## src/logic/pipelinePkg.sv

```systemverilog
package pipelinePkg;

   localparam int          dataDepth     = 64;   // data memory words
   localparam int          dataAddrWidth = 6;
   localparam logic [31:0] resetPc       = 32'h0000_0000;

   typedef enum logic [2:0]
   {
      aluAdd = 3'b000,
      aluSub = 3'b001,
      aluAnd = 3'b010,
      aluOr  = 3'b011,
      aluSll = 3'b100
   } aluOpT;

   // what the ALU is used for, refined by funct in execute
   typedef enum logic [1:0]
   {
      memAccess = 2'b00,
      branchCmp = 2'b01,
      rTypeFn   = 2'b10
   } aluClassT;

   typedef enum logic [1:0]
   {
      fromRegister  = 2'b00,
      fromWriteBack = 2'b01,
      fromMemory    = 2'b10
   } forwardT;

endpackage

```

## src/logic/isaPkg.sv

```systemverilog
package isaPkg;

   localparam int dataWidth    = 32;   // word width
   localparam int regAddrWidth = 5;    // 32 registers

   // --------------------------------------------------
   // instruction field positions
   localparam int opcodeMsb = 31;
   localparam int opcodeLsb = 26;
   localparam int rsMsb     = 25;
   localparam int rsLsb     = 21;
   localparam int rtMsb     = 20;
   localparam int rtLsb     = 16;
   localparam int rdMsb     = 15;
   localparam int rdLsb     = 11;
   localparam int shamtMsb  = 10;
   localparam int shamtLsb  = 6;
   localparam int functMsb  = 5;
   localparam int functLsb  = 0;
   localparam int immMsb    = 15;
   localparam int immLsb    = 0;

   localparam logic [dataWidth-1:0] nopWord = '0;   // sll $0, $0, 0

   typedef enum logic [5:0]
   {
      rType = 6'b000000,
      lw    = 6'b100011,
      sw    = 6'b101011,
      beq   = 6'b000100
   } opcodeT;

   // R-type function field
   typedef enum logic [5:0]
   {
      sllF = 6'b000000,
      addF = 6'b100000,
      subF = 6'b100010,
      andF = 6'b100100,
      orF  = 6'b100101
   } functT;

endpackage
```

## src/logic/fetchStage.sv

```systemverilog
`timescale 1ns/1ps

module fetchStage import isaPkg::*, pipelinePkg::*;
(
   input  logic                 clock,
   input  logic                 reset,
   input  logic                 stall,
   input  logic                 flush,
   input  logic                 branchTaken,
   input  logic [dataWidth-1:0] branchTarget,
   input  logic [dataWidth-1:0] instruction,
   output logic [dataWidth-1:0] fetchAddress,
   output logic [dataWidth-1:0] idInstruction,
   output logic [dataWidth-1:0] idPcPlus4
);

   logic [dataWidth-1:0] pc;
   logic [dataWidth-1:0] pcPlus4;
   logic [dataWidth-1:0] nextPc;

   assign pcPlus4      = pc + dataWidth'(4);
   assign nextPc       = branchTaken ? branchTarget : pcPlus4;   // beq resolved in decode
   assign fetchAddress = pc;

   always_ff @(posedge clock)
   begin
      if (reset)
      begin
         pc            <= resetPc;
         idInstruction <= nopWord;
      end
      else if (flush)
      begin
         pc            <= nextPc;
         idInstruction <= nopWord;   // squash the fall-through word
      end
      else if (!stall)
      begin
         pc            <= nextPc;
         idInstruction <= instruction;
      end
   end

   always_ff @(posedge clock)
   begin
      if (!stall)
         idPcPlus4 <= pcPlus4;
   end

   // branch targets come from decode, so check the whole loop
   pcAligned: assert property (@(posedge clock) disable iff (reset)
      fetchAddress[1:0] == 2'b00);

endmodule

```

## config.mk

```make
export PLATFORM = sky130hd
export DESIGN_NAME = fetchStage
export DESIGN_NICKNAME = d
export VERILOG_FILES = /design/src/logic/pipelinePkg.sv /design/src/logic/isaPkg.sv /design/src/logic/fetchStage.sv
export SDC_FILE = /design/constraint.sdc
export NUM_CORES = 1
export LEC_CHECK = 0
export BUFFER_PORTS_ARGS = -buffer_cell sky130_fd_sc_hd__buf_2
export CORE_MARGIN = 5
export CORE_UTILIZATION = 28
export CTS_CLUSTER_SIZE = 28
export DETAILED_ROUTE_END_ITERATION = 10
export GPL_TIMING_DRIVEN = 0
export PLACE_DENSITY = 0.54
export SLEW_MARGIN = 20
export SYNTH_ARGS = -nofsm -noshare
export SYNTH_HDL_FRONTEND = slang
export SYNTH_SLANG_ARGS = --single-unit
export TNS_END_PERCENT = 5
```

## constraint.sdc

```tcl
create_clock -name clock -period 1.8 [get_ports clock]
set_input_delay 0.27 -clock clock [delete_from_list [all_inputs] [get_ports clock]]
set_output_delay 0.27 -clock clock [all_outputs]
set_load 0.05 [all_outputs]
```

==> impl_metrics.csv <==
group,metric,value,unit
run_status,outcome,"finished clean",
detailed_routing,drc,0,
cts,path_clk_slew,70,ps
global_route,grt_pass1_wl,22900,um
timing,min_period_over_period,99.1,%
floorplanning,die_h,137,um
yosys,synth_nets,538,
timing,hold_viol_final,0,
detailed_routing,ant_nets,0,
floorplanning,initial_core_util,28.5,%
job,cap_violations,0,
finish,diodes,0,
yosys,yosysWarnings,0,
timing,setup_viol,0,
yosys,ys_types,55,
place,port_buffers,162,
timing,worst_slew_pin_slew,717,ps
setup_path,arrival,2050,ps
min_path,hold_path.class,"in -> reg",
timing,clock_skew,6.74,ps
place,place_area,5660,um^2
global_route,grt_pass1_vias,4251,
global_route,grt_max_degree,33,
timing,slew_violations,0,
detailed_routing,drt_iter0_markers,245,
setup_path,cp_num_buf_inv,3,
detailed_routing,viasPerCell,4.87,
finish,utilization,39.2,%
setup_path,path_cells,"clkbuf_1, clkbuf_1, clkbuf_2, nand2_1, o31ai_1, nand2_1, a21oi_1",
floorplanning,dieArea,18700,um^2
floorplanning,io_pins,165,
setup_path,worstSetupPathType,"in -> reg",
detailed_routing,dr.pass1.iters,5,
detailed_routing,wl_per_cell,17.5,um
floorplanning,core_area,15800,um^2
cts,cts_max_level,3,
detailed_routing,routed-via-count,4251,
floorplanning,die_width,137,um
setup_path,end_kind,"flop",
timing,slew-limit-headroom,52.1,%
yosys,syn_inst,468,
setup_path,path_max_fanout,10,
power,p_per_area,888,nW/um^2
global_route,grt-ovfl-total,0,
timing,fin_crit,1780,ps
yosys,synth_area,4510,um^2
yosys,ys_seq_area_share,49.8,%
finish,layout.nets,722,
setup_path,worstPathRequired,2070,ps
cts,cts_num_sinks,96,
yosys,ys_ff_latch,96,
cts,numCtsBuffers,9,
finish,fin_area,6200,um^2
cts,cts_tree,"yes",
global_route,grt_usage,16.0,%
cts,cts_buffer_depth,2,
timing,max_freq,561,MHz
timing,finalHoldWorstSlack,158,ps
finish,fill_cells,1585,
setup_path,critPathLaunchType,"input pin",
global_route,antenna_found_initial,2,
setup_path,slowest_delay,470,ps
place,dpl.hpwl,11300,um
yosys,yosys_most_used_dff,"dfxtp_1",
timing,rsz0062_at_grt,"true",
place,globalplace.congestion,0.886,
detailed_routing,routed_wl,15300,um
cts,clk-insertion-delay-late,340,ps
power,ir_worst_vdd,489,uV
setup_path,slowest_stage,"clkbuf_1",
cts,clockRootBuffer,"clkbuf_16",
yosys,ys_async_sr_fraction,0,%
yosys,synth-edff-count,32,
power,power.leakage,2.80,nW
finish,drive_gt1_share,39.4,%
floorplanning,rows,46,
cts,hold_buffers,0,
finish,syn2layout_area_growth,37.6,%
setup_path,crit_family,"buffers and inverters",
yosys,avgSynthCellArea,9.63,um^2
[metal layers]
layer  wire, um  track usage, %
met5         27               0
met4        342            6.54
met3       1520            5.40
met2       7170            26.9
met1       6240            18.8
[per-stage QoR]
stage | std cells | power (mW) | setup slack, ps | TNS [ps]
finish | 873 | 5.50 | 17.1 | 0
CTS | 865 | 5.56 | -130 | -595
floorplan | 468 | 3.22 | -21.1 | -27.8
global route | 873 | 5.72 | -75.6 | -304
detailed placement | 846 | 3.53 | -487 | -19170
global placement | 846 | 3.52 | -445 | -16480
[final timing paths]
path	cells past startpoint	endpoint	slack, ps	from
worst max-delay path	7	fetchAddress[6]	20	branchTaken
worst min-delay path	3	idInstruction[0]	160	instruction[0]
worst max register to register	6	fetchAddress[20]	20	fetchAddress[2]
worst min register to register	0	idPcPlus4[0]	480	fetchAddress[0]
[power breakdown]
group | leakage (nW) | switching (mW) | internal, mW
clock | 0.156 | 0.818 | 1.19
sequential | 0.864 | 0.107 | 2.36
combinational | 1.78 | 0.735 | 0.295
total | 2.80 | 1.66 | 3.84
[cell families (layout without fill, tap and decap cells)]
family / after synthesis / in the layout / synth area share [%]
buf+inv: 43 / 232 / 4.30
flops: 96 / 96 / 49.8
mux: 38 / 38 / 8.44
simple gates: 180 / 180 / 20.0
xor+xnor: 27 / 27 / 5.25
fa+ha+maj: 1 / 1 / 0.278
compound gates: 83 / 83 / 11.9
[layout make-up]
cell class,instances,area (um^2),share of cell area [%]
inverter,4,18.8,0.303
clock inverter,3,40.0,0.646
buffer,34,165,2.66
clock buffer,13,270,4.36
multi-input combinational,329,2200,35.4
tap,216,270,4.36
timing repair buffer,178,931,15.0
sequential,96,2310,37.2
[synth_stat cells, types with 7 or more instances]
cell | n | share of area (%)
nor3_1 | 11 | 1.2
a31oi_1 | 7 | 0.97
nand2_1 | 47 | 3.9
and3_1 | 7 | 0.97
edfxtp_1 | 32 | 21
clkbuf_1 | 24 | 2.0
o21ai_0 | 17 | 1.9
xnor2_1 | 15 | 2.9
dfxtp_1 | 64 | 28
nor2_1 | 57 | 4.7
mux2i_1 | 38 | 8.4
nand3_1 | 22 | 2.4
a21oi_1 | 26 | 2.9
xor2_1 | 12 | 2.3
buf_4 | 7 | 1.2
[repair_timing]
item                                    4_1_cts  5_1_grt
pin swaps                                     6        9
endpoints found under the setup margin       30       67
gates resized for setup                      13       28
setup buffers                                 4       12
[state kept, by name (all words and copies together) (netlist names)]
| register | count |
|---|---|
| fetchAddress | 32 |
| idInstruction | 32 |
| idPcPlus4 | 32 |
[cells in the final DEF (no fill, tap or decap), drive strengths merged, types with 2 or more instances in the layout]
cell,Yosys,routed
o21a,2,2
mux2i,38,38
o21ai,17,17
clkinv,0,2
dfxtp,64,64
nor4,2,2
nand3,24,24
o31ai,6,6
xnor2,15,15
inv,4,3
nor3,15,15
a31oi,7,7
and4,6,6
clkbuf,26,37
a32o,4,4
xor2,12,12
a22o,2,2
and2,3,3
a22oi,4,4
nand2b,2,2
nor2,57,57
nand2,47,47
o311a,2,2
and3,7,7
o41ai,3,3
buf,13,188
o2bb2ai,2,2
a21o,2,2
nor2b,4,4
nand4,6,6
edfxtp,32,32
a21oi,26,26
[worst register-to-register path, stage by stage, from the launching register on]
cell,delay [ps]
dfxtp_4,380
ha_4,170
nand4_4,120
nor3_4,210
nand3_2,150
or4_1,480
a31oi_1,180
Power figures use the tool's default switching activity.
