**src/logic/isaPkg.sv**
```systemverilog
package isaPkg;

   localparam int dataWidth    = 32;   // word width
   localparam int regAddrWidth = 5;    // 32 registers

   // --------------------------------------------------
   // instruction field positions
   localparam int opcodeMsb = 31;
   localparam int opcodeLsb = 26;
   localparam int rsMsb     = 25;
   localparam int rsLsb     = 21;
   localparam int rtMsb     = 20;
   localparam int rtLsb     = 16;
   localparam int rdMsb     = 15;
   localparam int rdLsb     = 11;
   localparam int shamtMsb  = 10;
   localparam int shamtLsb  = 6;
   localparam int functMsb  = 5;
   localparam int functLsb  = 0;
   localparam int immMsb    = 15;
   localparam int immLsb    = 0;

   localparam logic [dataWidth-1:0] nopWord = '0;   // sll $0, $0, 0

   typedef enum logic [5:0]
   {
      rType = 6'b000000,
      lw    = 6'b100011,
      sw    = 6'b101011,
      beq   = 6'b000100
   } opcodeT;

   // R-type function field
   typedef enum logic [5:0]
   {
      sllF = 6'b000000,
      addF = 6'b100000,
      subF = 6'b100010,
      andF = 6'b100100,
      orF  = 6'b100101
   } functT;

endpackage
```
**src/logic/registerFile.sv**
```systemverilog
`timescale 1ns/1ps

module registerFile import isaPkg::*;
(
   input  logic                    clock,
   input  logic                    reset,
   input  logic [regAddrWidth-1:0] readAddrA,
   input  logic [regAddrWidth-1:0] readAddrB,
   input  logic                    writeEnable,
   input  logic [regAddrWidth-1:0] writeAddr,
   input  logic [dataWidth-1:0]    writeData,
   output logic [dataWidth-1:0]    readDataA,
   output logic [dataWidth-1:0]    readDataB
);

   logic [dataWidth-1:0] registers [2**regAddrWidth];

   always_ff @(posedge clock)
   begin
      if (reset)
      begin
         for (int i = 0; i < 2**regAddrWidth; i++)
            registers[i] <= '0;
      end
      else if (writeEnable && (writeAddr != '0))   // $0 stays zero
         registers[writeAddr] <= writeData;
   end

   // write-back data passes straight to the reads
   assign readDataA = (writeEnable && (writeAddr == readAddrA) && (readAddrA != '0)) ?
                      writeData : registers[readAddrA];
   assign readDataB = (writeEnable && (writeAddr == readAddrB) && (readAddrB != '0)) ?
                      writeData : registers[readAddrB];

   // memory stage already drops $0 writes
   noZeroWrite: assert property (@(posedge clock) disable iff (reset)
      writeEnable |-> (writeAddr != '0));

endmodule

```
**config.mk**
```make
export PLATFORM = sky130hd
export DESIGN_NAME = registerFile
export DESIGN_NICKNAME = d
export VERILOG_FILES = /design/src/logic/isaPkg.sv /design/src/logic/registerFile.sv
export SDC_FILE = /design/constraint.sdc
export NUM_CORES = 2
export LEC_CHECK = 0
export BUFFER_PORTS_ARGS = -buffer_cell sky130_fd_sc_hd__buf_2
export CAP_MARGIN = 20
export CORE_UTILIZATION = 55
export CTS_BUF_LIST = sky130_fd_sc_hd__clkbuf_16
export DETAILED_ROUTE_END_ITERATION = 7
export PLACE_DENSITY = 0.71
export SLEW_MARGIN = 20
export SYNTH_ARGS = -nofsm -noshare
export SYNTH_HDL_FRONTEND = slang
export SYNTH_SLANG_ARGS = --single-unit
```
**constraint.sdc**
```tcl
create_clock -name clock -period 5.8 [get_ports clock]
set_clock_uncertainty 0.05 [all_clocks]
set_input_delay 1.16 -clock clock [delete_from_list [all_inputs] [get_ports clock]]
set_output_delay 1.16 -clock clock [all_outputs]
set_load 0.05 [all_outputs]
```
==> reports/results.txt <==
The run finished with clean final reports. The mapped netlist covers 55430 µm². At the worst endpoint, the arrival time is 3930 ps.

Wires add up to 178400 µm. The signal on the critical path passes through buf_4 -> buf_4 -> xor2_1 -> nor3_1 -> nand4_1 -> buf_4 -> o31ai_1 -> o22ai_1 -> buf_2. The largest registers in the layout are registers: 1024 flops.

For the pin with the worst max-slew slack, the measured transition is 1156 ps. The final max-slew violation count is 0, and the total of warnings raised by yosys is 0. The logs give 35157 for the via count of the first global-routing pass and 21.61 nW for the static leakage. The most numerous cell in the Yosys netlist is sky130_fd_sc_hd__edfxtp_1. The fraction of final layout cells sized beyond drive strength 1 is 27.85%. The post-route standard cell area excluding fillers is 61150 µm², and the count of nets left with antenna violations after detail routing is 0. After the first detailed-routing iteration, the DRC count stood at 5136.

In this run, synthesis inferred 1024 flip-flops with an integrated enable. Synthesis instantiated 43 different standard cells from the library. Routability-driven placement finished with a final weighted congestion of 0.8689. Of all nets on the critical path, the largest fanout is 30. The cell internal power dissipation was 13.30 mW; the chip width was 319.5 µm. The floorplan step set the die height to 319.5 µm. The headroom to the max-slew limit is 22.90%, and the data required time of the critical path is 4590 ps. 114 I/O pins were placed. The final-stage net count came out at 3761. For this run, the register share of the synthesized area comes to 55.48%. In this run, flip-flops and latches consume 48.6% of the power. The logs give 37.4% for the clock power share and 57770 µm² for the post-placement cell area.

The critical path contains buffers and inverters numbering 4 combined. The most frequently used flop master after synthesis was sky130_fd_sc_hd__edfxtp_1. The proportion of netlist area held by the largest area contributor came out at 55.48%.

Row generation in the floorplan step produced 116 rows. On the worst path, the slowest cell contributes a delay of 470 ps. The tree is rooted in a sky130_fd_sc_hd__clkbuf_16. In this design, the critical path's most frequently occurring cell is sky130_fd_sc_hd__buf_4.

In this run, post-CTS hold repair placed 0 buffers. The share of synthesized flip-flops with an asynchronous set or reset was 0%. Setup repair after global routing left no endpoint under its margin.

The tool flagged a number of max-cap violations equal to 0. The number of non-filler instances in the completed layout is 5099, and the upper clock frequency limit is 194.4 MHz. The worst path in the final design needs a cycle of 5144 ps, including I/O delays and setup. The sum of overflow across all layers after global routing came out at 0. The commonest cells after synthesis are sky130_fd_sc_hd__edfxtp_1, sky130_fd_sc_hd__and2_1, sky130_fd_sc_hd__mux4_2. The tools report the number of buffers between clock root and the deepest sink as 3. The initial utilization of the core area, before any placement, comes to 55.43%. The path class of the tightest hold or removal check is input pin to flip-flop. Summing over every cut layer, the via total after detailed routing is 35441. The final hold violation count came out at 0.

The die covers 102100 µm². In the routed design, unresolved DRC markers number 0. More flip-flops sit in one register than any other, and that register is registers. The biggest area consumer among synthesized cells was sky130_fd_sc_hd__edfxtp_1.

For the first-pass GRT wire length, the log shows 252400 µm. The tools report the sort of element at the end of the critical path as an output port. Relative to the synthesized area, the layout overhead comes to 10.33%. The slowest stage of the critical path belongs to the cell sky130_fd_sc_hd__buf_4. Buffers placed on the I/O ports in this run total 113. For this design the ratio of total power to cell area is 294.6 nW/µm².

Power comes to 18.02 mW. The tools report the nature of the critical path startpoint as an input pin. The core outline area came out at 100000 µm². The first detailed-routing pass took 6 iterations. The total routing usage reported by global routing was 35.01%. The run gives 61.15% as the fraction of the core area covered by cells at the end of the flow. The maximum number of pins on one net before global-route repair is 66, and the number of H-tree levels is 3. A synthesized cell averages 14.92 µm².

By area the synthesized netlist is led by sky130_fd_sc_hd__edfxtp_1, sky130_fd_sc_hd__mux4_2, sky130_fd_sc_hd__and2_1. The register with the most flip-flops in the layout has 1024 of them. The logs give 0 for the final-report setup violation count and 15 for the number of antenna violations at the first check in global routing. The post-CTS clock slew at the launch and capture registers of the worst setup and hold paths came out at 60 ps. Classification of the worst setup path: input pin to output port. In this run the power spent charging and discharging nets is 4.719 mW.

The register bit total from synthesis works out to 1024. The number of buffers added for setup after CTS is 0, and the vias per cell is 6.951. The switching share of power came out at 26.19%. The average detailed-routed wire length per instance is 34.98 µm, and the ratio of final minimum period to clock period is 88.70%.

CTS saw 1024 sinks. For the part of the total power dissipated in combinational logic, the log shows 14.0%. TritonCTS built the clock tree. The number of cells after detailed placement was 4900; the number of gates resized after CTS was 0. The number of buffers added by the clock tree synthesis step is 107. Across the VDD grid, the largest voltage drop is 0.2768 mV. Critical path's top delay family: buffers and inverters. Adding up every negative setup slack in the final design gives 0 ps. After legalization and detailed placement, the total HPWL measured 105300 µm. The run gives 3714 as the number of standard cells after synthesis.
power groups by stage:
stage / Combinational (mW) / Sequential (mW) / Clock (mW)
floorplan: 1.68 / 8.82 / 0
finish: 2.53 / 8.76 / 6.73
global route: 2.60 / 8.80 / 7.00
global placement: 2.48 / 8.87 / 0
detailed placement: 2.49 / 8.90 / 0
CTS: 2.50 / 8.75 / 6.74
final timing paths:
| kind | startpoint | to | slack, ps | cells after the start |
|---|---|---|---|---|
| worst min-delay path | writeData[20] | registers[16][20]$_SDFFCE_PN0P_ | 1050 | 2 |
| worst max-delay path | readAddrB[3] | readDataB[30] | 660 | 9 |
layout by cell type (no fill, tap or decap), types with 5 or more instances in the layout:
master / netlist / final
sky130_fd_sc_hd__inv_6: 0 / 6
sky130_fd_sc_hd__buf_4: 14 / 131
sky130_fd_sc_hd__clkinv_1: 0 / 24
sky130_fd_sc_hd__xor2_1: 5 / 5
sky130_fd_sc_hd__mux4_2: 449 / 449
sky130_fd_sc_hd__bufinv_16: 0 / 7
sky130_fd_sc_hd__buf_12: 0 / 37
sky130_fd_sc_hd__or2_2: 32 / 31
sky130_fd_sc_hd__buf_2: 65 / 92
sky130_fd_sc_hd__mux2_2: 92 / 92
sky130_fd_sc_hd__diode_2: 0 / 5
sky130_fd_sc_hd__conb_1: 1 / 32
sky130_fd_sc_hd__clkinvlp_4: 0 / 6
sky130_fd_sc_hd__mux2i_1: 194 / 194
sky130_fd_sc_hd__o211a_1: 31 / 31
sky130_fd_sc_hd__a211oi_1: 32 / 32
sky130_fd_sc_hd__nand3b_1: 6 / 6
sky130_fd_sc_hd__o22ai_1: 95 / 95
sky130_fd_sc_hd__nand2_1: 98 / 97
sky130_fd_sc_hd__nor2_4: 0 / 32
sky130_fd_sc_hd__clkbuf_16: 0 / 110
sky130_fd_sc_hd__nor3_2: 27 / 27
sky130_fd_sc_hd__inv_1: 1 / 20
sky130_fd_sc_hd__a22o_1: 31 / 31
sky130_fd_sc_hd__a21oi_1: 33 / 33
sky130_fd_sc_hd__and2_1: 961 / 961
sky130_fd_sc_hd__nand3_1: 65 / 65
sky130_fd_sc_hd__nor3_1: 36 / 36
sky130_fd_sc_hd__edfxtp_1: 1024 / 1024
sky130_fd_sc_hd__o221ai_1: 31 / 31
sky130_fd_sc_hd__clkinv_2: 0 / 17
metal layers:
metal	GRT usage (%)	vias up	share of wire, %
met5	0	-	0.047
met3	8.188	524	12
li1	-	14224	-
met1	46.09	18071	36
met2	56.17	2610	47
met4	14.71	12	4.7
cell families (layout without fill, tap and decap cells):
logic type,Yosys count,in the layout,synth area share (%)
simple gates,1273,1273,13.79
flops,1024,1024,55.48
mux,737,737,23.66
buf+inv,410,461,3.451
compound gates,260,260,3.460
xor+xnor,9,9,0.1558
other cells,1,37,0.006765
through the flow:
step / hold slack [ps] / worst slack (ps)
2_1_floorplan: 1308 / 1366
3_3_place_gp: 1744 / 779.6
3_5_place_dp: 1746 / 771.8
4_1_cts: 1008 / 780.5
5_1_grt: 1043 / 653.8
6_report: 1049 / 655.7
final cells by class:
class / instances / area [µm²]
Multi-Input combinational cell: 2311 / 23130
Clock buffer: 110 / 2753
Fill cell: 7312 / 38850
Antenna cell: 5 / 12.51
Clock inverter: 84 / 616.8
Tap cell: 1298 / 1624
Sequential cell: 1024 / 30750
Inverter: 1 / 3.754
Timing Repair Buffer: 266 / 2268
(Power assumes the default switching activity.)
