===== config.mk =====
export PLATFORM = sky130hd
export DESIGN_NAME = executeStage
export DESIGN_NICKNAME = d
export VERILOG_FILES = /design/src/logic/pipelinePkg.sv /design/src/logic/isaPkg.sv /design/src/logic/executeStage.sv
export SDC_FILE = /design/constraint.sdc
export NUM_CORES = 1
export LEC_CHECK = 0
export BUFFER_PORTS_ARGS = -buffer_cell sky130_fd_sc_hd__clkbuf_2
export CORE_MARGIN = 2
export CORE_UTILIZATION = 30
export DETAILED_ROUTE_END_ITERATION = 7
export GPL_ROUTABILITY_DRIVEN = 0
export SKIP_LAST_GASP = 1
export SLEW_MARGIN = 40
export SYNTH_ARGS = -nofsm -noshare
export SYNTH_HDL_FRONTEND = slang
export SYNTH_SLANG_ARGS = --single-unit

===== constraint.sdc =====
create_clock -name clock -period 7 [get_ports clock]
set_input_delay 0.35 -clock clock [delete_from_list [all_inputs] [get_ports clock]]
set_output_delay 0.35 -clock clock [all_outputs]
set_load 0.01 [all_outputs]

===== src/logic/pipelinePkg.sv =====
package pipelinePkg;

   localparam int          dataDepth     = 64;   // data memory words
   localparam int          dataAddrWidth = 6;
   localparam logic [31:0] resetPc       = 32'h0000_0000;

   typedef enum logic [2:0]
   {
      aluAdd = 3'b000,
      aluSub = 3'b001,
      aluAnd = 3'b010,
      aluOr  = 3'b011,
      aluSll = 3'b100
   } aluOpT;

   // what the ALU is used for, refined by funct in execute
   typedef enum logic [1:0]
   {
      memAccess = 2'b00,
      branchCmp = 2'b01,
      rTypeFn   = 2'b10
   } aluClassT;

   typedef enum logic [1:0]
   {
      fromRegister  = 2'b00,
      fromWriteBack = 2'b01,
      fromMemory    = 2'b10
   } forwardT;

endpackage


===== src/logic/isaPkg.sv =====
package isaPkg;

   localparam int dataWidth    = 32;   // word width
   localparam int regAddrWidth = 5;    // 32 registers

   // --------------------------------------------------
   // instruction field positions
   localparam int opcodeMsb = 31;
   localparam int opcodeLsb = 26;
   localparam int rsMsb     = 25;
   localparam int rsLsb     = 21;
   localparam int rtMsb     = 20;
   localparam int rtLsb     = 16;
   localparam int rdMsb     = 15;
   localparam int rdLsb     = 11;
   localparam int shamtMsb  = 10;
   localparam int shamtLsb  = 6;
   localparam int functMsb  = 5;
   localparam int functLsb  = 0;
   localparam int immMsb    = 15;
   localparam int immLsb    = 0;

   localparam logic [dataWidth-1:0] nopWord = '0;   // sll $0, $0, 0

   typedef enum logic [5:0]
   {
      rType = 6'b000000,
      lw    = 6'b100011,
      sw    = 6'b101011,
      beq   = 6'b000100
   } opcodeT;

   // R-type function field
   typedef enum logic [5:0]
   {
      sllF = 6'b000000,
      addF = 6'b100000,
      subF = 6'b100010,
      andF = 6'b100100,
      orF  = 6'b100101
   } functT;

endpackage

===== src/logic/executeStage.sv =====
`timescale 1ns/1ps

module executeStage import isaPkg::*, pipelinePkg::*;
(
   input  logic                    clock,
   input  logic                    reset,
   input  logic                    exMemRead,
   input  logic                    exRegWrite,
   input  logic                    exMemToReg,
   input  logic                    exMemWrite,
   input  logic                    exAluSrc,
   input  aluClassT                exAluClass,
   input  logic [regAddrWidth-1:0] exRs,
   input  logic [regAddrWidth-1:0] exRt,
   input  logic [regAddrWidth-1:0] exDest,
   input  logic [dataWidth-1:0]    exDataA,
   input  logic [dataWidth-1:0]    exDataB,
   input  logic [dataWidth-1:0]    exImmediate,
   input  logic                    wbWrite,
   input  logic [regAddrWidth-1:0] wbDest,
   input  logic [dataWidth-1:0]    wbData,
   output logic                    memRegWrite,
   output logic                    memMemRead,
   output logic                    memMemWrite,
   output logic                    memMemToReg,
   output logic [regAddrWidth-1:0] memDest,
   output logic [dataWidth-1:0]    memAluResult,
   output logic [dataWidth-1:0]    memStoreData
);

   forwardT                    forwardA;
   forwardT                    forwardB;
   logic [dataWidth-1:0]       operandA;
   logic [dataWidth-1:0]       storeValue;   // forwarded rt and sw data
   logic [dataWidth-1:0]       operandB;
   functT                      funct;
   logic [shamtMsb-shamtLsb:0] shamt;
   aluOpT                      aluOp;
   logic [dataWidth-1:0]       aluResult;

   // newest producer wins
   function automatic forwardT pickSource(input logic [regAddrWidth-1:0] source);
      if (source == '0)
         return fromRegister;
      else if (memRegWrite && (memDest == source))
         return fromMemory;
      else if (wbWrite && (wbDest == source))
         return fromWriteBack;
      return fromRegister;
   endfunction

   function automatic logic [dataWidth-1:0] pickOperand(input forwardT sel,
                                                        input logic [dataWidth-1:0] regValue);
      case (sel)
         fromMemory:    return memAluResult;
         fromWriteBack: return wbData;
         default:       return regValue;
      endcase
   endfunction

   always_comb
   begin
      forwardA   = pickSource(exRs);
      forwardB   = pickSource(exRt);
      operandA   = pickOperand(forwardA, exDataA);
      storeValue = pickOperand(forwardB, exDataB);
   end

   assign operandB = exAluSrc ? exImmediate : storeValue;
   assign funct    = functT'(exImmediate[functMsb:functLsb]);
   assign shamt    = exImmediate[shamtMsb:shamtLsb];

   // --------------------------------------------------
   // ALU control and ALU
   always_comb
   begin
      case (exAluClass)
         memAccess: aluOp = aluAdd;   // base plus offset
         branchCmp: aluOp = aluSub;
         default:
         begin
            case (funct)
               subF:    aluOp = aluSub;
               andF:    aluOp = aluAnd;
               orF:     aluOp = aluOr;
               sllF:    aluOp = aluSll;
               default: aluOp = aluAdd;
            endcase
         end
      endcase
   end

   always_comb
   begin
      case (aluOp)
         aluSub:  aluResult = operandA - operandB;
         aluAnd:  aluResult = operandA & operandB;
         aluOr:   aluResult = operandA | operandB;
         aluSll:  aluResult = operandB << shamt;   // shifts rt
         default: aluResult = operandA + operandB;
      endcase
   end

   // EX/MEM
   always_ff @(posedge clock)
   begin
      if (reset)
         {memRegWrite, memMemRead, memMemWrite, memMemToReg} <= '0;
      else
         {memRegWrite, memMemRead, memMemWrite, memMemToReg} <=
            {exRegWrite, exMemRead, exMemWrite, exMemToReg};
   end

   always_ff @(posedge clock)
   begin
      memDest      <= exDest;
      memAluResult <= aluResult;
      memStoreData <= storeValue;
   end

   // load-use stall must keep a load address from being forwarded as data
   noLoadForward: assert property (@(posedge clock) disable iff (reset)
      (memMemRead && (exRegWrite || exMemWrite)) |-> (forwardA != fromMemory));

endmodule


==> out/metrics.cfg <==
[synthesis]
synthArstFlopShare = 0
synth.top_cell.area_share = 0.174
synth_area_leaders = dfxtp_1, nand2_1, mux2i_1
synthMuxAreaShare = 0.111
synth_top_family_by_area = compound AO/OA/AOI/OAI gates
avgSynthCellArea_sq_um = 7.58
synth_edf_count = 0
synthFlopType = dfxtp_1
ys_ff_latch = 73
synth_area_sq_mm = 0.00841
yosys.area.top_type = dfxtp_1
yosys.area_share.simple = 0.215
ys_seq_area_frac = 0.174
ys_types = 75
ys_warn_count = 0
synth-xor-area-share = 0.0760
synth_cells = 1110
synth_compound_area_frac = 0.293
synthAdderAreaFrac = 0.0830
synth_nets = 1304

[route]
first_iter_violations = 1185
routed_wl_microns = 36300
vias = 10100
wl_met2_microns = 16300
highest_layer = met5
avgRoutedWirePerCell_microns = 21.3
wirelength_met1_microns = 14700
dr.pass1.iters = 8
viasPerCell = 5.94
wl_met3_microns = 3930
postRouteAntennaNets = 0
drc = 0

[timing]
finalHoldViolations = 0
setup_viol = 0
finClkSkew_ps = 9.76
fin_tns_setup_ps = 0
fin_hold_ws_ps = 90.6
slew_headroom = 0.386
slew_viol_final = 0
fmax_mhz = 156
worstMarginPinSlew_ps = 920
grt_setup_unrepaired = false
fin_crit_ps = 6420
min_period_over_period = 0.917

[grt]
grt_usage = 0.236
grt_pass1_wl_microns = 53600
grt_max_degree = 37
grt_pass1_vias = 9273
antenna_found_initial = 5
grt_overflow = 0

[layout]
area_growth_pct = 23.5
fillCellCount = 2908
layout-drive-gt1-share = 0.266
final_common_cell = clkbuf_2
mostFrequentLayoutCells = clkbuf_2, nand2_1, dfxtp_1
num-nets-final = 1510

[power_and_ir_drop]
p_per_area_mw_per_mm2 = 200
peakVddDrop_mv = 0.116
p_leak_nw = 4.72

[critical_path]
crit_path_start_kind = flop
critPathKind = flop to flop
crit_path_end_kind = flop
worstPathMaxFanout = 22
slowest_stage = nor2_1
max_stage_delay_ps = 490
critPathBufInv = 1
path_cells = xor2_1, nor2_1, nand3_2, buf_4, o211a_1, or2_2, o31a_1, nor3_1, nand2b_1, o41ai_1, xor2_1, ha_1, or3_1, o21ai_0, a21oi_1, a311o_1, a31oi_1, nor3_1, o31ai_2, nand3_1, or4_1, o311a_1, nand2_1
required_ps = 7290
cp_top_family = simple AND/OR/NAND/NOR gates
arrival_ps = 6710

[floorplanning]
start_util = 0.304
pin_count = 231
die_w_microns = 171
die_y_microns = 171
num_rows = 61
coreArea_sq_mm = 0.0277
die_area_sq_mm = 0.0294

[cts]
cts_hold_buffers = 0
post-cts-setup-buffers = 0
htreeDepth = 3
path_clk_slew_ps = 60
clock_latency_ps = 360
cts_tree = done
clock-sinks = 73
cts_made_buffers = 9
cts-root-buf = clkbuf_16
clk_path_buf_depth = 2
cts_resized = 0

[placed_design]
io_buffers = 230
dp_hpwl_microns = 28800

[min_path]
hold_path.class = input port to flop

[run_status]
status = completed

[job]
max_cap_viol_count = 0

==> sequential cells by signal, summed over array words and instances, names as in the netlist <==
register / count
memAluResult: 32
memDest: 5
memMemRead: 1
memMemToReg: 1
memMemWrite: 1
memRegWrite: 1
memStoreData: 32
==> layout make-up <==
type                    instances  area, sq um  area share
well taps                     378          473      0.0455
multi-input cells             937         6630       0.638
diodes                          3         7.51    0.000722
clock inverters                 5         32.5     0.00313
repair buffers                272         1470       0.141
inverters                      23         86.3     0.00831
clock buffers                  11          233      0.0224
flip-flops and latches         73         1460       0.141
==> stage by stage <==
step | cells | power, mW | utilization | setup WS, ps | area, sq um
after floorplan | 1110 | 1.22 | - | 1170 | 8410
after global placement | 1683 | 1.63 | 0.364 | 540 | 10100
after detailed placement | 1683 | 1.63 | 0.364 | 225 | 10100
after CTS | 1699 | 2.06 | 0.374 | 318 | 10400
after global routing | 1701 | 2.20 | 0.375 | 87.8 | 10400
final | 1702 | 2.08 | 0.375 | 583 | 10400
==> logic make-up (layout without fill, tap and decap cells) <==
| logic type | count (synthesis) | after routing |
|---|---|---|
| and+or+nand+nor | 386 | 386 |
| AOI/OAI and AO/OA | 343 | 343 |
| buffers and inverters | 100 | 311 |
| muxes | 75 | 75 |
| xor gates and xnor gates | 73 | 73 |
| DFF | 73 | 73 |
| adders and majority gates | 60 | 60 |
| other | 0 | 3 |
==> path summary, 6_finish.rpt <==
path	startpoint	slack, ps	cells past startpoint	to
hold / removal	exDest[2]	90	1	memDest[2]
setup / recovery	memDest[1]	580	23	memAluResult[31]
setup reg to reg	memDest[1]	580	23	memAluResult[31]
hold reg to reg	memAluResult[19]	520	2	memStoreData[19]
==> layer usage <==
| layer | track usage | up-vias |
|---|---|---|
| li1 | - | 4616 |
| met1 | 0.305 | 4709 |
| met2 | 0.381 | 685 |
| met3 | 0.0513 | 96 |
| met4 | 0.0958 | 4 |
| met5 | 0 | - |
==> Yosys cell counts (all sizes together), types with 4 or more instances <==
cell    instances
nand2         172
dfxtp          73
a21oi          65
clkbuf         61
nor2           53
o21ai          49
mux2i          44
a22oi          43
xnor2          43
ha             35
nand3          35
xor2           30
nor3           25
maj3           24
inv            23
a32oi          22
o221ai         21
nand2b         20
mux2           18
a21o           17
and3           16
buf            16
o31ai          15
mux4           13
or2            12
o211a          11
o211ai         11
a211oi         10
a31oi          10
nor4           10
and2            9
nor2b           9
a221oi          8
or3             7
a22o            6
o21a            6
a211o           5
o32ai           5
o41ai           5
nand4           4
o31a            4
==> power by group <==
part	internal [mW]	switching (mW)	total, mW	leakage (nW)
sequential	0.519	0.101	0.620	0.616
combinational	0.429	0.603	1.03	3.97
clock	0.239	0.192	0.431	0.133
total	1.19	0.896	2.08	4.72
Power figures use the tool's default switching activity.
