**src/logic/pipelinePkg.sv**
```systemverilog
package pipelinePkg;

   localparam int          dataDepth     = 64;   // data memory words
   localparam int          dataAddrWidth = 6;
   localparam logic [31:0] resetPc       = 32'h0000_0000;

   typedef enum logic [2:0]
   {
      aluAdd = 3'b000,
      aluSub = 3'b001,
      aluAnd = 3'b010,
      aluOr  = 3'b011,
      aluSll = 3'b100
   } aluOpT;

   // what the ALU is used for, refined by funct in execute
   typedef enum logic [1:0]
   {
      memAccess = 2'b00,
      branchCmp = 2'b01,
      rTypeFn   = 2'b10
   } aluClassT;

   typedef enum logic [1:0]
   {
      fromRegister  = 2'b00,
      fromWriteBack = 2'b01,
      fromMemory    = 2'b10
   } forwardT;

endpackage

```
**src/logic/isaPkg.sv**
```systemverilog
package isaPkg;

   localparam int dataWidth    = 32;   // word width
   localparam int regAddrWidth = 5;    // 32 registers

   // --------------------------------------------------
   // instruction field positions
   localparam int opcodeMsb = 31;
   localparam int opcodeLsb = 26;
   localparam int rsMsb     = 25;
   localparam int rsLsb     = 21;
   localparam int rtMsb     = 20;
   localparam int rtLsb     = 16;
   localparam int rdMsb     = 15;
   localparam int rdLsb     = 11;
   localparam int shamtMsb  = 10;
   localparam int shamtLsb  = 6;
   localparam int functMsb  = 5;
   localparam int functLsb  = 0;
   localparam int immMsb    = 15;
   localparam int immLsb    = 0;

   localparam logic [dataWidth-1:0] nopWord = '0;   // sll $0, $0, 0

   typedef enum logic [5:0]
   {
      rType = 6'b000000,
      lw    = 6'b100011,
      sw    = 6'b101011,
      beq   = 6'b000100
   } opcodeT;

   // R-type function field
   typedef enum logic [5:0]
   {
      sllF = 6'b000000,
      addF = 6'b100000,
      subF = 6'b100010,
      andF = 6'b100100,
      orF  = 6'b100101
   } functT;

endpackage
```
**src/logic/decodeStage.sv**
```systemverilog
`timescale 1ns/1ps

module decodeStage import isaPkg::*, pipelinePkg::*;
(
   input  logic                    clock,
   input  logic                    reset,
   input  logic [dataWidth-1:0]    idInstruction,
   input  logic [dataWidth-1:0]    idPcPlus4,
   input  logic                    stall,
   input  logic [dataWidth-1:0]    readDataA,
   input  logic [dataWidth-1:0]    readDataB,
   input  logic                    memRegWrite,
   input  logic [regAddrWidth-1:0] memDest,
   input  logic [dataWidth-1:0]    memAluResult,
   output logic [regAddrWidth-1:0] readAddrA,
   output logic [regAddrWidth-1:0] readAddrB,
   output logic                    branchTaken,
   output logic [dataWidth-1:0]    branchTarget,
   output logic                    exMemRead,
   output logic                    exRegWrite,
   output logic                    exMemToReg,
   output logic                    exMemWrite,
   output logic                    exAluSrc,
   output aluClassT                exAluClass,
   output logic [regAddrWidth-1:0] exRs,
   output logic [regAddrWidth-1:0] exRt,
   output logic [regAddrWidth-1:0] exDest,
   output logic [dataWidth-1:0]    exDataA,
   output logic [dataWidth-1:0]    exDataB,
   output logic [dataWidth-1:0]    exImmediate
);

   opcodeT                  opcode;
   logic [regAddrWidth-1:0] rs;
   logic [regAddrWidth-1:0] rt;
   logic [regAddrWidth-1:0] rd;
   logic [dataWidth-1:0]    immediate;
   logic [dataWidth-1:0]    compareA;
   logic [dataWidth-1:0]    compareB;
   logic                    regDst;
   logic                    aluSrc;
   logic                    memToReg;
   logic                    regWrite;
   logic                    memRead;
   logic                    memWrite;
   logic                    isBranch;
   aluClassT                aluClass;

   assign opcode    = opcodeT'(idInstruction[opcodeMsb:opcodeLsb]);
   assign rs        = idInstruction[rsMsb:rsLsb];
   assign rt        = idInstruction[rtMsb:rtLsb];
   assign rd        = idInstruction[rdMsb:rdLsb];
   assign immediate = {{(dataWidth - immMsb - 1){idInstruction[immMsb]}},
                       idInstruction[immMsb:immLsb]};
   assign readAddrA = rs;
   assign readAddrB = rt;

   // --------------------------------------------------
   // main control
   always_comb
   begin
      {regDst, aluSrc, memToReg, regWrite, memRead, memWrite, isBranch} = '0;
      aluClass = memAccess;
      case (opcode)
         rType:
         begin
            regDst   = 1'b1;
            regWrite = 1'b1;
            aluClass = rTypeFn;
         end
         lw:
         begin
            aluSrc   = 1'b1;
            memToReg = 1'b1;
            regWrite = 1'b1;
            memRead  = 1'b1;
         end
         sw:
         begin
            aluSrc   = 1'b1;
            memWrite = 1'b1;
         end
         beq:
         begin
            isBranch = 1'b1;
            aluClass = branchCmp;
         end
         default: ;   // unknown opcode runs as a bubble
      endcase
   end

   // --------------------------------------------------
   // branch compare, mem-stage ALU result forwarded in
   assign compareA = (memRegWrite && (memDest != '0) && (memDest == rs)) ? memAluResult : readDataA;
   assign compareB = (memRegWrite && (memDest != '0) && (memDest == rt)) ? memAluResult : readDataB;

   assign branchTaken  = isBranch && (compareA == compareB) && !stall;
   assign branchTarget = idPcPlus4 + {immediate[dataWidth-3:0], 2'b00};

   // ID/EX control, bubble while stalled
   always_ff @(posedge clock)
   begin
      if (reset || stall)
      begin
         {exMemRead, exRegWrite, exMemToReg, exMemWrite, exAluSrc} <= '0;
         exAluClass <= memAccess;
      end
      else
      begin
         {exMemRead, exRegWrite, exMemToReg, exMemWrite, exAluSrc} <=
            {memRead, regWrite, memToReg, memWrite, aluSrc};
         exAluClass <= aluClass;
      end
   end

   always_ff @(posedge clock)
   begin
      exRs        <= rs;
      exRt        <= rt;
      exDest      <= regDst ? rd : rt;   // rd for R-type, rt for lw
      exDataA     <= readDataA;
      exDataB     <= readDataB;
      exImmediate <= immediate;          // funct and shamt ride along here
   end

endmodule

```
**config.mk**
```make
export PLATFORM = sky130hd
export DESIGN_NAME = decodeStage
export DESIGN_NICKNAME = d
export VERILOG_FILES = /design/src/logic/pipelinePkg.sv /design/src/logic/isaPkg.sv /design/src/logic/decodeStage.sv
export SDC_FILE = /design/constraint.sdc
export NUM_CORES = 1
export LEC_CHECK = 0
export BUFFER_PORTS_ARGS = -buffer_cell sky130_fd_sc_hd__clkbuf_2
export CAP_MARGIN = 20
export CORE_AREA = 2 2 127 129
export DETAILED_ROUTE_END_ITERATION = 10
export DIE_AREA = 0 0 129 131
export GPL_ROUTABILITY_DRIVEN = 0
export PLACE_DENSITY_LB_ADDON = 0.1
export SYNTH_ARGS = -nofsm -noshare
export SYNTH_HDL_FRONTEND = slang
export SYNTH_SLANG_ARGS = --single-unit
```
**constraint.sdc**
```tcl
create_clock -name clock -period 8.79 [get_ports clock]
set_input_delay 0.4395 -clock clock [delete_from_list [all_inputs] [get_ports clock]]
set_output_delay 0.4395 -clock clock [all_outputs]
set_load 0.01 [all_outputs]
```
==> metrics.cfg <==
[outcome]
run_status = finished clean

[timing]
hold_viol_final = 0
shortest_period_the_worst_path_allows_ns = 4.30
setup_violations = 0
setup_total_negative_slack_ns = 0
finalMaxSlewViolations = 0
tightest_slew_ns = 0.715
portion_of_the_clock_cycle_consumed_by_the_worst_path_in_the_final_layout_pct = 48.9
max_freq_mhz = 233
final.setup.worst_slack_ns = 4.49
worst_slew_margin_rel_pct = 52.3
rsz_0062_raised_after_global_routing = false

[critical_path]
timing.critical_path.arrival_ns = 3.86
end_kind = primary output
critical-path-max-stage-delay_ns = 0.58
timing.critical_path.mode_cell = clkbuf_2
cp-startpoint = memDest[1]
endpoint = branchTaken
worst-path-max-fanout = 49
timing.critical_path.cells = clkbuf_2, or4_4, o211ai_4, or2_4, nand2_1, o22a_1, o21a_1, a32oi_1, nand4_1, nor4_2, clkbuf_2
setup.worst_path.start_class = primary input
criticalPathCategory = in2out
worstPathRequired_ns = 8.35
cp_slowest_cell = or4_4

[clock_tree]
holdBufCountCts = 0
post_cts_resize_count = 0
tritoncts = done
clk_pin_slew_worst_paths_ns = 0.08
cts.path.max_buffers = 2
tritoncts_num_sinks = 101
tritoncts.num_buffers = 9
cts-root-buf = clkbuf_16
postCtsSetupRepairBufs = 0
htree_num_levels = 3

[power_and_ir_drop]
internal_power_mw = 0.823
share_comb_of_total_power_pct = 27.9
power_frac_seq_pct = 40.5
powerDensity_nw_per_um2 = 157
finalPower_mw = 1.20
clockPowerShare_pct = 31.6
p_sw_share_pct = 31.4
power.net_switching_mw = 0.377
largest_voltage_drop_on_the_vdd_net_mv = 0.0845
p_leak_nw = 3.72

[global_route]
grt_first_pass_wirelength_mm = 27.4
grtUsageTotal_pct = 21.0
first_global_vias = 5247
maximum_number_of_pins_on_one_net_before_global_route_repair = 50
antenna_found_initial = 1
overflow = 0

[synth]
mappedNetlistNets = 854
yosys_register_bits = 101
async_reset_ff_share_pct = 0
synth-edff-count = 0
mappedNetlistArea_um2 = 5760
ys_dominant_reg_cell = dfxtp_1
cell_count_after_synthesis = 655
avgSynthCellArea_um2 = 8.79
netlist_top_cells_area = dfxtp_1 (35%), xnor2_1 (7.0%), ha_1 (6.3%)
synth.distinct_cells = 68
synth-seq-area-share_pct = 35.1
synth_warnings = 0
post-synth-top-area-fraction_pct = 35.1
synth.largest_area_cell = dfxtp_1

[die]
std_cell_rows = 46
die_h_um = 131
initial_core_util_pct = 36.9
area_of_the_die_um2 = 16900
num_io_pins = 330
core_area_um2 = 15600
chipWidth_um = 129

[route]
sum_of_met3_wire_segment_lengths_after_detailed_routing_mm = 1.19
avgRoutedWirePerCell_um = 15.9
ant_nets = 0
detail_route.wirelength_mm = 18.5
viasPerCell = 5.00
detail_route.drc_violations = 0
drt_pre_antenna_iters = 4
drt_iter0_markers = 289
routed-wl-met2_mm = 8.91
wirelength_met1_mm = 8.03
top_layer = met5
dr_total_vias = 5815

[final_layout]
layout.nets = 1142
most-common-layout-cells = clkbuf_2 (325), dfxtp_1 (101), xnor2_1 (46), a21oi_1 (42), o21ai_0 (39)
register_area_um2 = 2020
layout_commonest_cell = clkbuf_2
flow.area_growth_from_synthesis_pct = 32.4
number_of_fill_cells_in_the_layout = 1615
drive_gt1_share_pct = 38.3
antenna-diode-count = 0
multi_input_comb_area_um2 = 3330

[flow_run]
cap_violations = 0

[hold_path]
worst_hold_path_type = in2reg

[place]
dp_hpwl_mm = 14.8
dp_worst_setup_slack_ns = 4.52
port_buffers = 325

synthesized netlist by cell type, drive strengths merged, types with 6 or more instances:
cell and n:
dfxtp 101, o21ai 42, nand2 35, o22ai 13, nor2b 9, a21boi 9
o21a 9, a21oi 42, nand3 14, buf 41, inv 22, nand4 7
xnor2 46, clkbuf 9, a211oi 6, and3 10, nor3 29, nor2 39
a22o 9, a31oi 12, ha 29, xor2 17, a21o 16, nand2b 10
critical path: cells and delay by family:
family                 cells  cell delay [ns]
AOI/OAI and AO/OA          4             1.10
and+or+nand+nor            5             2.02
buffers and inverters      2             0.29
flip-flops by register name, summed over array words and instances (netlist names):
| name | flops |
|---|---|
| exAluClass | 2 |
| exAluSrc | 1 |
| exDataA | 32 |
| exDataB | 32 |
| exDest | 5 |
| exImmediate | 16 |
| exMemToReg | 1 |
| exMemWrite | 1 |
| exRegWrite | 1 |
| exRs | 5 |
| exRt | 5 |
logic make-up (layout without fill, tap and decap cells):
logic type / after synthesis / count (layout) / share of synthesized area [%]
adder cells (fa/ha/maj): 30 / 30 / 6.65
AO/OA/AOI/OAI: 205 / 205 / 24.4
XOR/XNOR: 63 / 63 / 9.58
multiplexers: 8 / 8 / 1.50
buffers and inverters: 72 / 365 / 7.17
flip-flops: 101 / 101 / 35.1
AND/OR/NAND/NOR: 176 / 176 / 15.6
per-layer routing:
layer / track usage (%) / vias up
met3: 4.40 / 19
met2: 35.9 / 213
met5: 0 / -
met1: 26.3 / 2628
met4: 7.10 / 2
li1: - / 2953
worst min path at each step:
stage / to / start / cells after the start / slack (ns)
final: exImmediate[8] / idInstruction[8] / 1 / 0.19
after global routing: exImmediate[7] / idInstruction[7] / 1 / 0.18
after CTS: exImmediate[8] / idInstruction[8] / 1 / 0.19
after detailed placement: exDataA[6] / readDataA[6] / 1 / 0.56
after global placement: exImmediate[7] / idInstruction[7] / 1 / 0.56
after floorplan: exDataA[0] / readDataA[0] / 0 / 0.47
power groups by stage:
stage | Sequential, mW | Clock [mW] | Combinational [mW]
3_5_place_dp | 0.497 | 0 | 0.334
4_1_cts | 0.487 | 0.386 | 0.336
5_1_grt | 0.489 | 0.402 | 0.368
6_report | 0.487 | 0.380 | 0.334
3_3_place_gp | 0.497 | 0 | 0.336
2_1_floorplan | 0.511 | 0 | 0.181
layout make-up:
class                   count  area share [%]
clock buffers              10            3.00
multi-input cells         482            43.7
clock inverters             6           0.607
well taps                 216            3.54
repair buffers            327            21.5
inverters                  22            1.08
flip-flops and latches    101            26.5
through the flow:
| step | hold WS, ns | area, um^2 | std cells | utilization (%) |
|---|---|---|---|---|
| global route | 0.184 | 7620 | 1164 | 48.9 |
| floorplan | 0.467 | 5760 | 655 | - |
| CTS | 0.186 | 7620 | 1164 | 48.9 |
| global placement | 0.562 | 7350 | 1148 | 47.1 |
| finish | 0.191 | 7620 | 1164 | 48.9 |
| detailed placement | 0.562 | 7350 | 1148 | 47.1 |
Note: power is estimated with default switching activity, not from simulation.
