`src/logic/isaPkg.sv`:
```
package isaPkg;

   localparam int dataWidth    = 32;   // word width
   localparam int regAddrWidth = 5;    // 32 registers

   // --------------------------------------------------
   // instruction field positions
   localparam int opcodeMsb = 31;
   localparam int opcodeLsb = 26;
   localparam int rsMsb     = 25;
   localparam int rsLsb     = 21;
   localparam int rtMsb     = 20;
   localparam int rtLsb     = 16;
   localparam int rdMsb     = 15;
   localparam int rdLsb     = 11;
   localparam int shamtMsb  = 10;
   localparam int shamtLsb  = 6;
   localparam int functMsb  = 5;
   localparam int functLsb  = 0;
   localparam int immMsb    = 15;
   localparam int immLsb    = 0;

   localparam logic [dataWidth-1:0] nopWord = '0;   // sll $0, $0, 0

   typedef enum logic [5:0]
   {
      rType = 6'b000000,
      lw    = 6'b100011,
      sw    = 6'b101011,
      beq   = 6'b000100
   } opcodeT;

   // R-type function field
   typedef enum logic [5:0]
   {
      sllF = 6'b000000,
      addF = 6'b100000,
      subF = 6'b100010,
      andF = 6'b100100,
      orF  = 6'b100101
   } functT;

endpackage
```
`src/logic/hazardUnit.sv`:
```
`timescale 1ns/1ps

module hazardUnit import isaPkg::*;
(
   input  logic [dataWidth-1:0]    idInstruction,
   input  logic                    exMemRead,
   input  logic                    exRegWrite,
   input  logic [regAddrWidth-1:0] exDest,
   input  logic                    memMemRead,
   input  logic [regAddrWidth-1:0] memDest,
   input  logic                    branchTaken,
   output logic                    stall,
   output logic                    flush
);

   opcodeT                  opcode;
   logic [regAddrWidth-1:0] rs;
   logic [regAddrWidth-1:0] rt;
   logic                    usesRt;
   logic                    exHitsRs;
   logic                    exHitsRt;
   logic                    memHits;
   logic                    loadUse;
   logic                    branchWait;

   assign opcode = opcodeT'(idInstruction[opcodeMsb:opcodeLsb]);
   assign rs     = idInstruction[rsMsb:rsLsb];
   assign rt     = idInstruction[rtMsb:rtLsb];
   assign usesRt = (opcode != lw);   // lw writes rt, does not read it

   assign exHitsRs = (exDest != '0) && (exDest == rs);
   assign exHitsRt = (exDest != '0) && (exDest == rt);
   assign memHits  = (memDest != '0) && ((memDest == rs) || (memDest == rt));

   // --------------------------------------------------
   // stall sources
   assign loadUse    = exMemRead && (exHitsRs || (usesRt && exHitsRt));
   // beq compares in decode, only a mem-stage ALU result can be forwarded
   assign branchWait = (opcode == beq) &&
                       ((exRegWrite && (exHitsRs || exHitsRt)) || (memMemRead && memHits));

   assign stall = loadUse || branchWait;
   assign flush = branchTaken;

   // decode must hold off a branch it is still waiting on
   noStallWithFlush: assert final (!(stall && flush));

endmodule

```
`config.mk`:
```
export PLATFORM = sky130hd
export DESIGN_NAME = hazardUnit
export DESIGN_NICKNAME = d
export VERILOG_FILES = /design/src/logic/isaPkg.sv /design/src/logic/hazardUnit.sv
export SDC_FILE = /design/constraint.sdc
export NUM_CORES = 1
export LEC_CHECK = 0
export BUFFER_PORTS_ARGS = -buffer_cell sky130_fd_sc_hd__buf_2
export CAP_MARGIN = 20
export CORE_AREA = 2 2 39 41
export DETAILED_ROUTE_END_ITERATION = 8
export DIE_AREA = 0 0 41 43
export GPL_TIMING_DRIVEN = 1
export PLACE_DENSITY = 0.68
export REMOVE_ABC_BUFFERS = 1
export SYNTH_ARGS = -nofsm -noshare
export SYNTH_HDL_FRONTEND = slang
export SYNTH_SLANG_ARGS = --single-unit
```
`constraint.sdc`:
```
create_clock -name vclk -period 1.25
set_clock_uncertainty 0.2 [all_clocks]
set_input_delay 0.0625 -clock vclk [all_inputs]
set_output_delay 0.0625 -clock vclk [all_outputs]
set_load 0.05 [all_outputs]
```
==> results of run 1 <==
[worst min-delay path: stages]
cell and delay, ps:
buf_2 90, nand4_1 80, o32ai_2 80, buf_6 150
[cell usage after synthesis]
cell	n
nand2_1	1
a31oi_1	1
or4_1	1
a22oi_1	2
nor2_1	6
nor3_1	4
xor2_1	20
buf_4	1
a211oi_2	1
nor4b_1	1
nand4_1	1
and4b_1	1
nor3_2	1
o32ai_2	1
[power groups by stage]
stage / Sequential [mW] / Combinational (mW) / Clock (mW)
final: 0 / 0.190 / 0
after global routing: 0 / 0.207 / 0
after CTS: 0 / 0.188 / 0
after detailed placement: 0 / 0.170 / 0
after global placement: 0 / 0.166 / 0
after floorplan: 0 / 0.0732 / 0
[cell families after synthesis]
family	synth area share, %
xor+xnor	54.5
buf+inv	2.34
compound gates	15.6
simple gates	27.6
[cell type report]
type	instances	share of cell area, %
repair buffers	38	40.8
multi-input cells	41	55.8
well taps	16	3.43
[stage by stage]
step,area (sq um),utilization [%],hold slack [ps],std cells,setup TNS [ps]
floorplan,314,-,-75.0,41,-352
global placement,537,38.8,-74.7,94,-272
detailed placement,537,38.8,-74.7,94,-308
CTS,578,41.8,352,95,-173
global route,583,42.1,362,95,-208
finish,583,42.1,342,95,-157
[routing by layer]
layer,vias up,global-route usage [%],wire [um]
met5,-,0,0
met4,0,0,0
met3,0,0,61
met2,12,24.7,594
met1,202,13.9,379
li1,223,-,-
[how the worst max path moves through the flow]
stage,end,slack [ps],cells after the start
after floorplan,stall,-350,4
after global placement,stall,-270,6
after detailed placement,stall,-310,6
after CTS,stall,-170,6
after global routing,stall,-210,6
final,stall,-160,6
[timing repair]
item / CTS / global route
pin swaps: 6 / 1
endpoints found under the hold margin: 1 / 0
setup endpoints to repair: 1 / 1
gates cloned: 0 / 0
hold buffers: 1 / 0
resized for setup: 6 / 1
==> results.toml, run 1 <==
[status]
status = "finished with violations"
violations = "negative setup slack"

[yosys]
syn_area_sq_um = 322
synthTopCellsByArea = "xor2_1 (54%), nor2_1 (7.0%), nor3_1 (6.2%)"
yosysSeqAreaShare_pct = 0
synth_top_cell_area_share_pct = 54.5
synth_top_cell_by_area = "xor2_1"
ys_warn_count = 0
synthCells = 42
syn_area_per_cell_sq_um = 7.66
synth_cell_types = 14

[cells_and_area]
seq_cells = 0
final_net_count = 127
drive_above_1_share_pct = 53.2
multi_input_area_sq_um = 325
n_fill_cell = 148
final_common_cell = "buf_2"
diodes = 0
layout_common_cells = "buf_2 (26), xor2_1 (20), buf_4 (7)"
clock_buffers = 0
syn_to_final_growth_pct = 81.3
seqCellArea_sq_um = 0

[pwr]
pwr-share-clk_pct = 0
powerDensity_mw_per_mm2 = 326
p_sw_mw = 0.0913
power_mw = 0.190
leakage_nw = 0.285
swShare_pct = 48.0
ir_drop_uv = 120
power.internal_mw = 0.0988
seq_power_share_pct = 0
pwr-share-comb_pct = 100.0

[setup_path]
cp.arrival_ps = 1140
max_stage_delay_ps = 290
crit_path_start = "exDest[1]"
critPathKind = "input port to output pin"
start_kind = "input port"
path_max_fanout = 3
crit_required_ps = 990
crit_buf_inv = 2
crit_path_top_delay_cell = "o32ai_2"
path_cells = "buf_2 > xor2_1 > a211oi_2 > a22oi_1 > o32ai_2 > buf_6"
critPathCaptureType = "output pin"
path_delay_family = "compound AO/OA/AOI/OAI gates"

[timing]
finalSetupViolations = 1
final.min_clock_period_ps = 1410
max_freq_ghz = 0.711
slew_headroom_pct = 66.9
worst_slew_pin_slew_ps = 495
final-max-slew-violation-count = 0
fin_crit_sh_pct = 113
finalHoldViolCount = 0
grt_setup_unrepaired = "true"
layout_setup_ws_ps = -157

[floorplanning]
start_util_pct = 23.2
fp.dieW_um = 41
die_area_sq_mm = 0.00176
coreArea_sq_mm = 0.00138
fp.dieH_um = 43
row_count = 14
pin_count = 48

[route]
finalWirelength_mm = 1.04
wl_per_cell_um = 10.9
drt_first_pass_iters = 4
drt-initial-drc-count = 3
via_per_inst = 4.60
ant_nets = 0
vias = 437
drc = 0

[global_route]
antenna_found_initial = 0
gr-total-overflow = 0
grt_pass1_wl_mm = 1.61
grt_pass1_vias = 437
grt_max_degree = 4
grtUsageTotal_pct = 12.3

[run]
cap_violations = 0

[min_path]
worstHoldStart = "memMemRead"
min_to = "stall"
whs_path_depth = 4
holdCritPathClass = "input port to output pin"

[place]
numPortBuffers = 30
pre_cts_ws_ps = -308
gp_congestion = 0.776

[clock_network]
post_cts_buffers = 0
Note: power is estimated with default switching activity, not from simulation.
==> run 2, diff against run 1 <==
--- a/config.mk
+++ b/config.mk
@@ -7,11 +7,13 @@
 export LEC_CHECK = 0
 export BUFFER_PORTS_ARGS = -buffer_cell sky130_fd_sc_hd__buf_2
 export CAP_MARGIN = 20
-export CORE_AREA = 2 2 39 41
+export CELL_PAD_IN_SITES_DETAIL_PLACEMENT = 1
+export CELL_PAD_IN_SITES_GLOBAL_PLACEMENT = 1
+export CORE_MARGIN = 2
+export CORE_UTILIZATION = 18
 export DETAILED_ROUTE_END_ITERATION = 8
-export DIE_AREA = 0 0 41 43
 export GPL_TIMING_DRIVEN = 1
-export PLACE_DENSITY = 0.68
+export PLACE_DENSITY_LB_ADDON = 0.1
 export REMOVE_ABC_BUFFERS = 1
 export SYNTH_ARGS = -nofsm -noshare
 export SYNTH_HDL_FRONTEND = slang
==> results.toml, run 2 (same netlist as run 1, synthesis figures left out) <==
[place]
numPortBuffers = 30
gp_congestion = 0.659
placed_cell_area_sq_um = 571

[global_route]
grt_pass1_wl_mm = 1.66
antenna_found_initial = 0
grt_pass1_vias = 408
grt_max_degree = 4
gr-total-overflow = 0
grtUsageTotal_pct = 10.3

[route]
wl_per_cell_um = 10.4
ant_nets = 0
met3_length_um = 64
drt_first_pass_iters = 2
via_per_inst = 4.07
drc = 0
vias = 435
drt-initial-drc-count = 2
top_layer = "met3"
wl_met2_um = 571
finalWirelength_mm = 1.11
met1_length_um = 475

[pwr]
p_sw_mw = 0.0942
leakage_nw = 0.312
pwr-share-clk_pct = 0
pwr-share-comb_pct = 100.0
seq_power_share_pct = 0
ir_drop_uv = 98.6
power.internal_mw = 0.112
powerDensity_mw_per_mm2 = 319
swShare_pct = 45.6

[timing]
finalSetupViolations = 1
grt_setup_unrepaired = "true"
fin_crit_sh_pct = 109
worst_slew_pin_slew_ps = 495
layout_setup_ws_ps = -109
slew_headroom_pct = 66.9
fin_tns_setup_ps = -109
final.min_clock_period_ps = 1360
finalHoldViolCount = 0
final-max-slew-violation-count = 0
max_freq_ghz = 0.736

[setup_path]
timing.critical_path.to = "stall"
cp.arrival_ps = 1100
crit_required_ps = 990
crit_path_start = "exDest[1]"
start_kind = "input port"
path_max_fanout = 3
critPathCaptureType = "output pin"
critPathKind = "input port to output pin"

[cells_and_area]
layout_common_cells = "buf_2 (22), xor2_1 (20), buf_4 (11)"
syn_to_final_growth_pct = 101
utilization_pct = 37.9
seqCellArea_sq_um = 0
clock_buffers = 0
diodes = 0
seq_cells = 0
n_fill_cell = 221
final_net_count = 130
drive_above_1_share_pct = 54.9
final_common_cell = "buf_2"
final_area_sq_um = 647
multi_input_area_sq_um = 334

[floorplanning]
start_util_pct = 18.8
die_area_sq_mm = 0.00214
fp.dieW_um = 46.3
row_count = 15
coreArea_sq_mm = 0.00171
pin_count = 48
fp.dieH_um = 46.3

[status]
status = "finished with violations"
violations = "negative setup slack"

[run]
cap_violations = 0

[min_path]
holdCritPathClass = "input port to output pin"

[clock_network]
post_cts_buffers = 0
[run 2: how the worst min path moves through the flow]
stage,startpoint,to,slack [ps],depth (start not counted)
after global placement,branchTaken,flush,-70,0
after detailed placement,branchTaken,flush,-70,0
after global routing,memMemRead,stall,370,4
after CTS,memMemRead,stall,330,4
final,memMemRead,stall,320,4
after floorplan,branchTaken,flush,-80,0
[run 2: area by class of cell]
cell class,instances,area share (%)
Timing Repair Buffer,41,43.5
Multi-Input combinational cell,41,51.6
Tap cell,25,4.84
[run 2: what timing repair did]
action / 4_1_cts / 5_1_grt
hold endpoints to repair: 1 / 0
gates cloned: 0 / 0
hold buffers: 1 / 0
endpoints found under the setup margin: 1 / 1
pin swaps: 5 / 6
gates resized for setup: 7 / 6
[run 2: layer usage]
metal	global-route usage, %	up-vias
met5	0	-
met4	0	0
met3	0	0
met2	18.6	15
met1	14.5	191
li1	-	229
[run 2: stage by stage]
step                instances  setup slack (ps)  power (mW)  hold WS [ps]
finish                    107              -109       0.207           325
global route              107              -169       0.228           365
CTS                       107              -160       0.199           334
detailed placement        106              -289       0.179         -74.7
global placement          106              -284       0.180         -74.7
floorplan                  41              -352      0.0732         -75.0
[run 2: power by group through the flow]
stage / combinational, mW / sequential (mW) / clock [mW]
floorplan: 0.0732 / 0 / 0
global placement: 0.180 / 0 / 0
detailed placement: 0.179 / 0 / 0
CTS: 0.199 / 0 / 0
global route: 0.228 / 0 / 0
finish: 0.207 / 0 / 0
[run 2: worst max-delay path, cell delays in order]
cell and delay, ps:
buf_4 130, or4_1 510, nor2_1 130, o32ai_2 110, buf_6 170
==> run 3, diff against run 2 <==
--- a/config.mk
+++ b/config.mk
@@ -9,11 +9,13 @@
 export CAP_MARGIN = 20
 export CELL_PAD_IN_SITES_DETAIL_PLACEMENT = 1
 export CELL_PAD_IN_SITES_GLOBAL_PLACEMENT = 1
-export CORE_MARGIN = 2
+export CORE_MARGIN = 1
 export CORE_UTILIZATION = 18
 export DETAILED_ROUTE_END_ITERATION = 8
+export GPL_ROUTABILITY_DRIVEN = 0
 export GPL_TIMING_DRIVEN = 1
 export PLACE_DENSITY_LB_ADDON = 0.1
+export RECOVER_POWER = 50
 export REMOVE_ABC_BUFFERS = 1
 export SYNTH_ARGS = -nofsm -noshare
 export SYNTH_HDL_FRONTEND = slang
==> results.toml, run 3 (same netlist as run 1, synthesis figures left out) <==
[cells_and_area]
instances_no_fill = 106
n_fill_cell = 206
final_net_count = 130
utilization_pct = 41.8
layout_common_cells = "buf_2 (22), xor2_1 (19), buf_4 (10)"
seqCellArea_sq_um = 0
diodes = 0
clock_buffers = 0
final_common_cell = "buf_2"
syn_to_final_growth_pct = 107
multi_input_area_sq_um = 352
seq_cells = 0
drive_above_1_share_pct = 58.5

[floorplanning]
pin_count = 48
start_util_pct = 20.2
fp.dieH_um = 44.3
die_area_sq_mm = 0.00196
fp.dieW_um = 44.3
coreArea_sq_mm = 0.00159
row_count = 14

[setup_path]
cp.arrival_ps = 1090
crit_required_ps = 990
crit_path_top_delay_cell = "or4_1"
critPathKind = "input port to output pin"
path_max_fanout = 3
path_cells = "buf_6 > or4_1 > nor2_1 > o32ai_2 > buf_6"
max_stage_delay_ps = 520
start_kind = "input port"
critPathCaptureType = "output pin"
cpMostUsedCell = "buf_6"

[global_route]
grt_max_degree = 4
gr-total-overflow = 0
grt_pass1_wl_mm = 1.76
grt_pass1_vias = 436
grtUsageTotal_pct = 11.5
antenna_found_initial = 0

[route]
drc = 0
drt_first_pass_iters = 5
ant_nets = 0
finalWirelength_mm = 1.12
wl_per_cell_um = 10.5
via_per_inst = 4.15
drt-initial-drc-count = 2
vias = 440

[clock_network]
post_cts_buffers = 0

[timing]
final-max-slew-violation-count = 0
finalSetupViolations = 1
max_freq_ghz = 0.742
slew_headroom_pct = 66.8
layout_setup_ws_ps = -98.1
holdWs_ps = 318
fin_crit_sh_pct = 108
finalHoldViolCount = 0
grt_setup_unrepaired = "true"
final.min_clock_period_ps = 1350
worst_slew_pin_slew_ps = 496

[place]
numPortBuffers = 30
dpl.cell_count = 105
dpl.hpwl_um = 990

[pwr]
pwr-share-comb_pct = 100.0
power.internal_mw = 0.116
seq_power_share_pct = 0
power_mw = 0.215
ir_drop_uv = 125
leakage_nw = 0.315
swShare_pct = 45.9
powerDensity_mw_per_mm2 = 323
p_sw_mw = 0.0989
pwr-share-clk_pct = 0

[run]
cap_violations = 0

[status]
violations = "negative setup slack"
status = "finished with violations"

[min_path]
holdCritPathClass = "input port to output pin"
-- run 3: cell counts in the layout (fill, tap and decap cells not counted) --
Identical to the previous run, type by type.
-- run 3: through the flow --
stage          instance area (sq um)  worst slack (ps)  TNS [ps]
6_report                         667             -98.1     -98.1
3_3_place_gp                     569              -283      -283
4_1_cts                          652              -113      -113
5_1_grt                          667              -161      -161
2_1_floorplan                    314              -352      -352
3_5_place_dp                     569              -269      -269
-- run 3: final cells by class --
class                      count  share of cell area [%]
multi-input combinational     41                    52.7
timing repair buffer          41                    42.8
tap                           24                    4.50
-- run 3: power by group through the flow --
| stage | sequential, mW | clock [mW] | combinational [mW] |
|---|---|---|---|
| after floorplan | 0 | 0 | 0.0732 |
| after global placement | 0 | 0 | 0.178 |
| after detailed placement | 0 | 0 | 0.179 |
| after CTS | 0 | 0 | 0.211 |
| after global routing | 0 | 0 | 0.237 |
| final | 0 | 0 | 0.215 |
-- run 3: what timing repair did --
| action | in CTS | in global routing |
|---|---|---|
| endpoints found under the setup margin | 1 | 1 |
| gates resized for setup | 16 | 3 |
| hold buffers | 1 | 0 |
| endpoints found under the hold margin | 1 | 0 |
| pin swaps | 11 | 1 |
-- run 3: worst paths after layout --
check | start | to | slack [ps] | cells after the start
setup / recovery | exDest[2] | stall | -100 | 5
hold / removal | memMemRead | stall | 320 | 4
-- run 3: critical path, delay by kind of cell --
family | cells | cell delay [ps]
AO/OA/AOI/OAI | 1 | 100
buffers and inverters | 2 | 260
AND/OR/NAND/NOR | 2 | 660
-- run 3: routing by layer --
layer	routed length (um)	global-route usage, %	vias to the layer above	part of all wire (%)
met2	562	20.9	16	50
met4	0	0	0	0
met3	66	0.408	0	5.9
met1	488	15.9	195	44
li1	-	-	229	-
met5	0	0	-	0
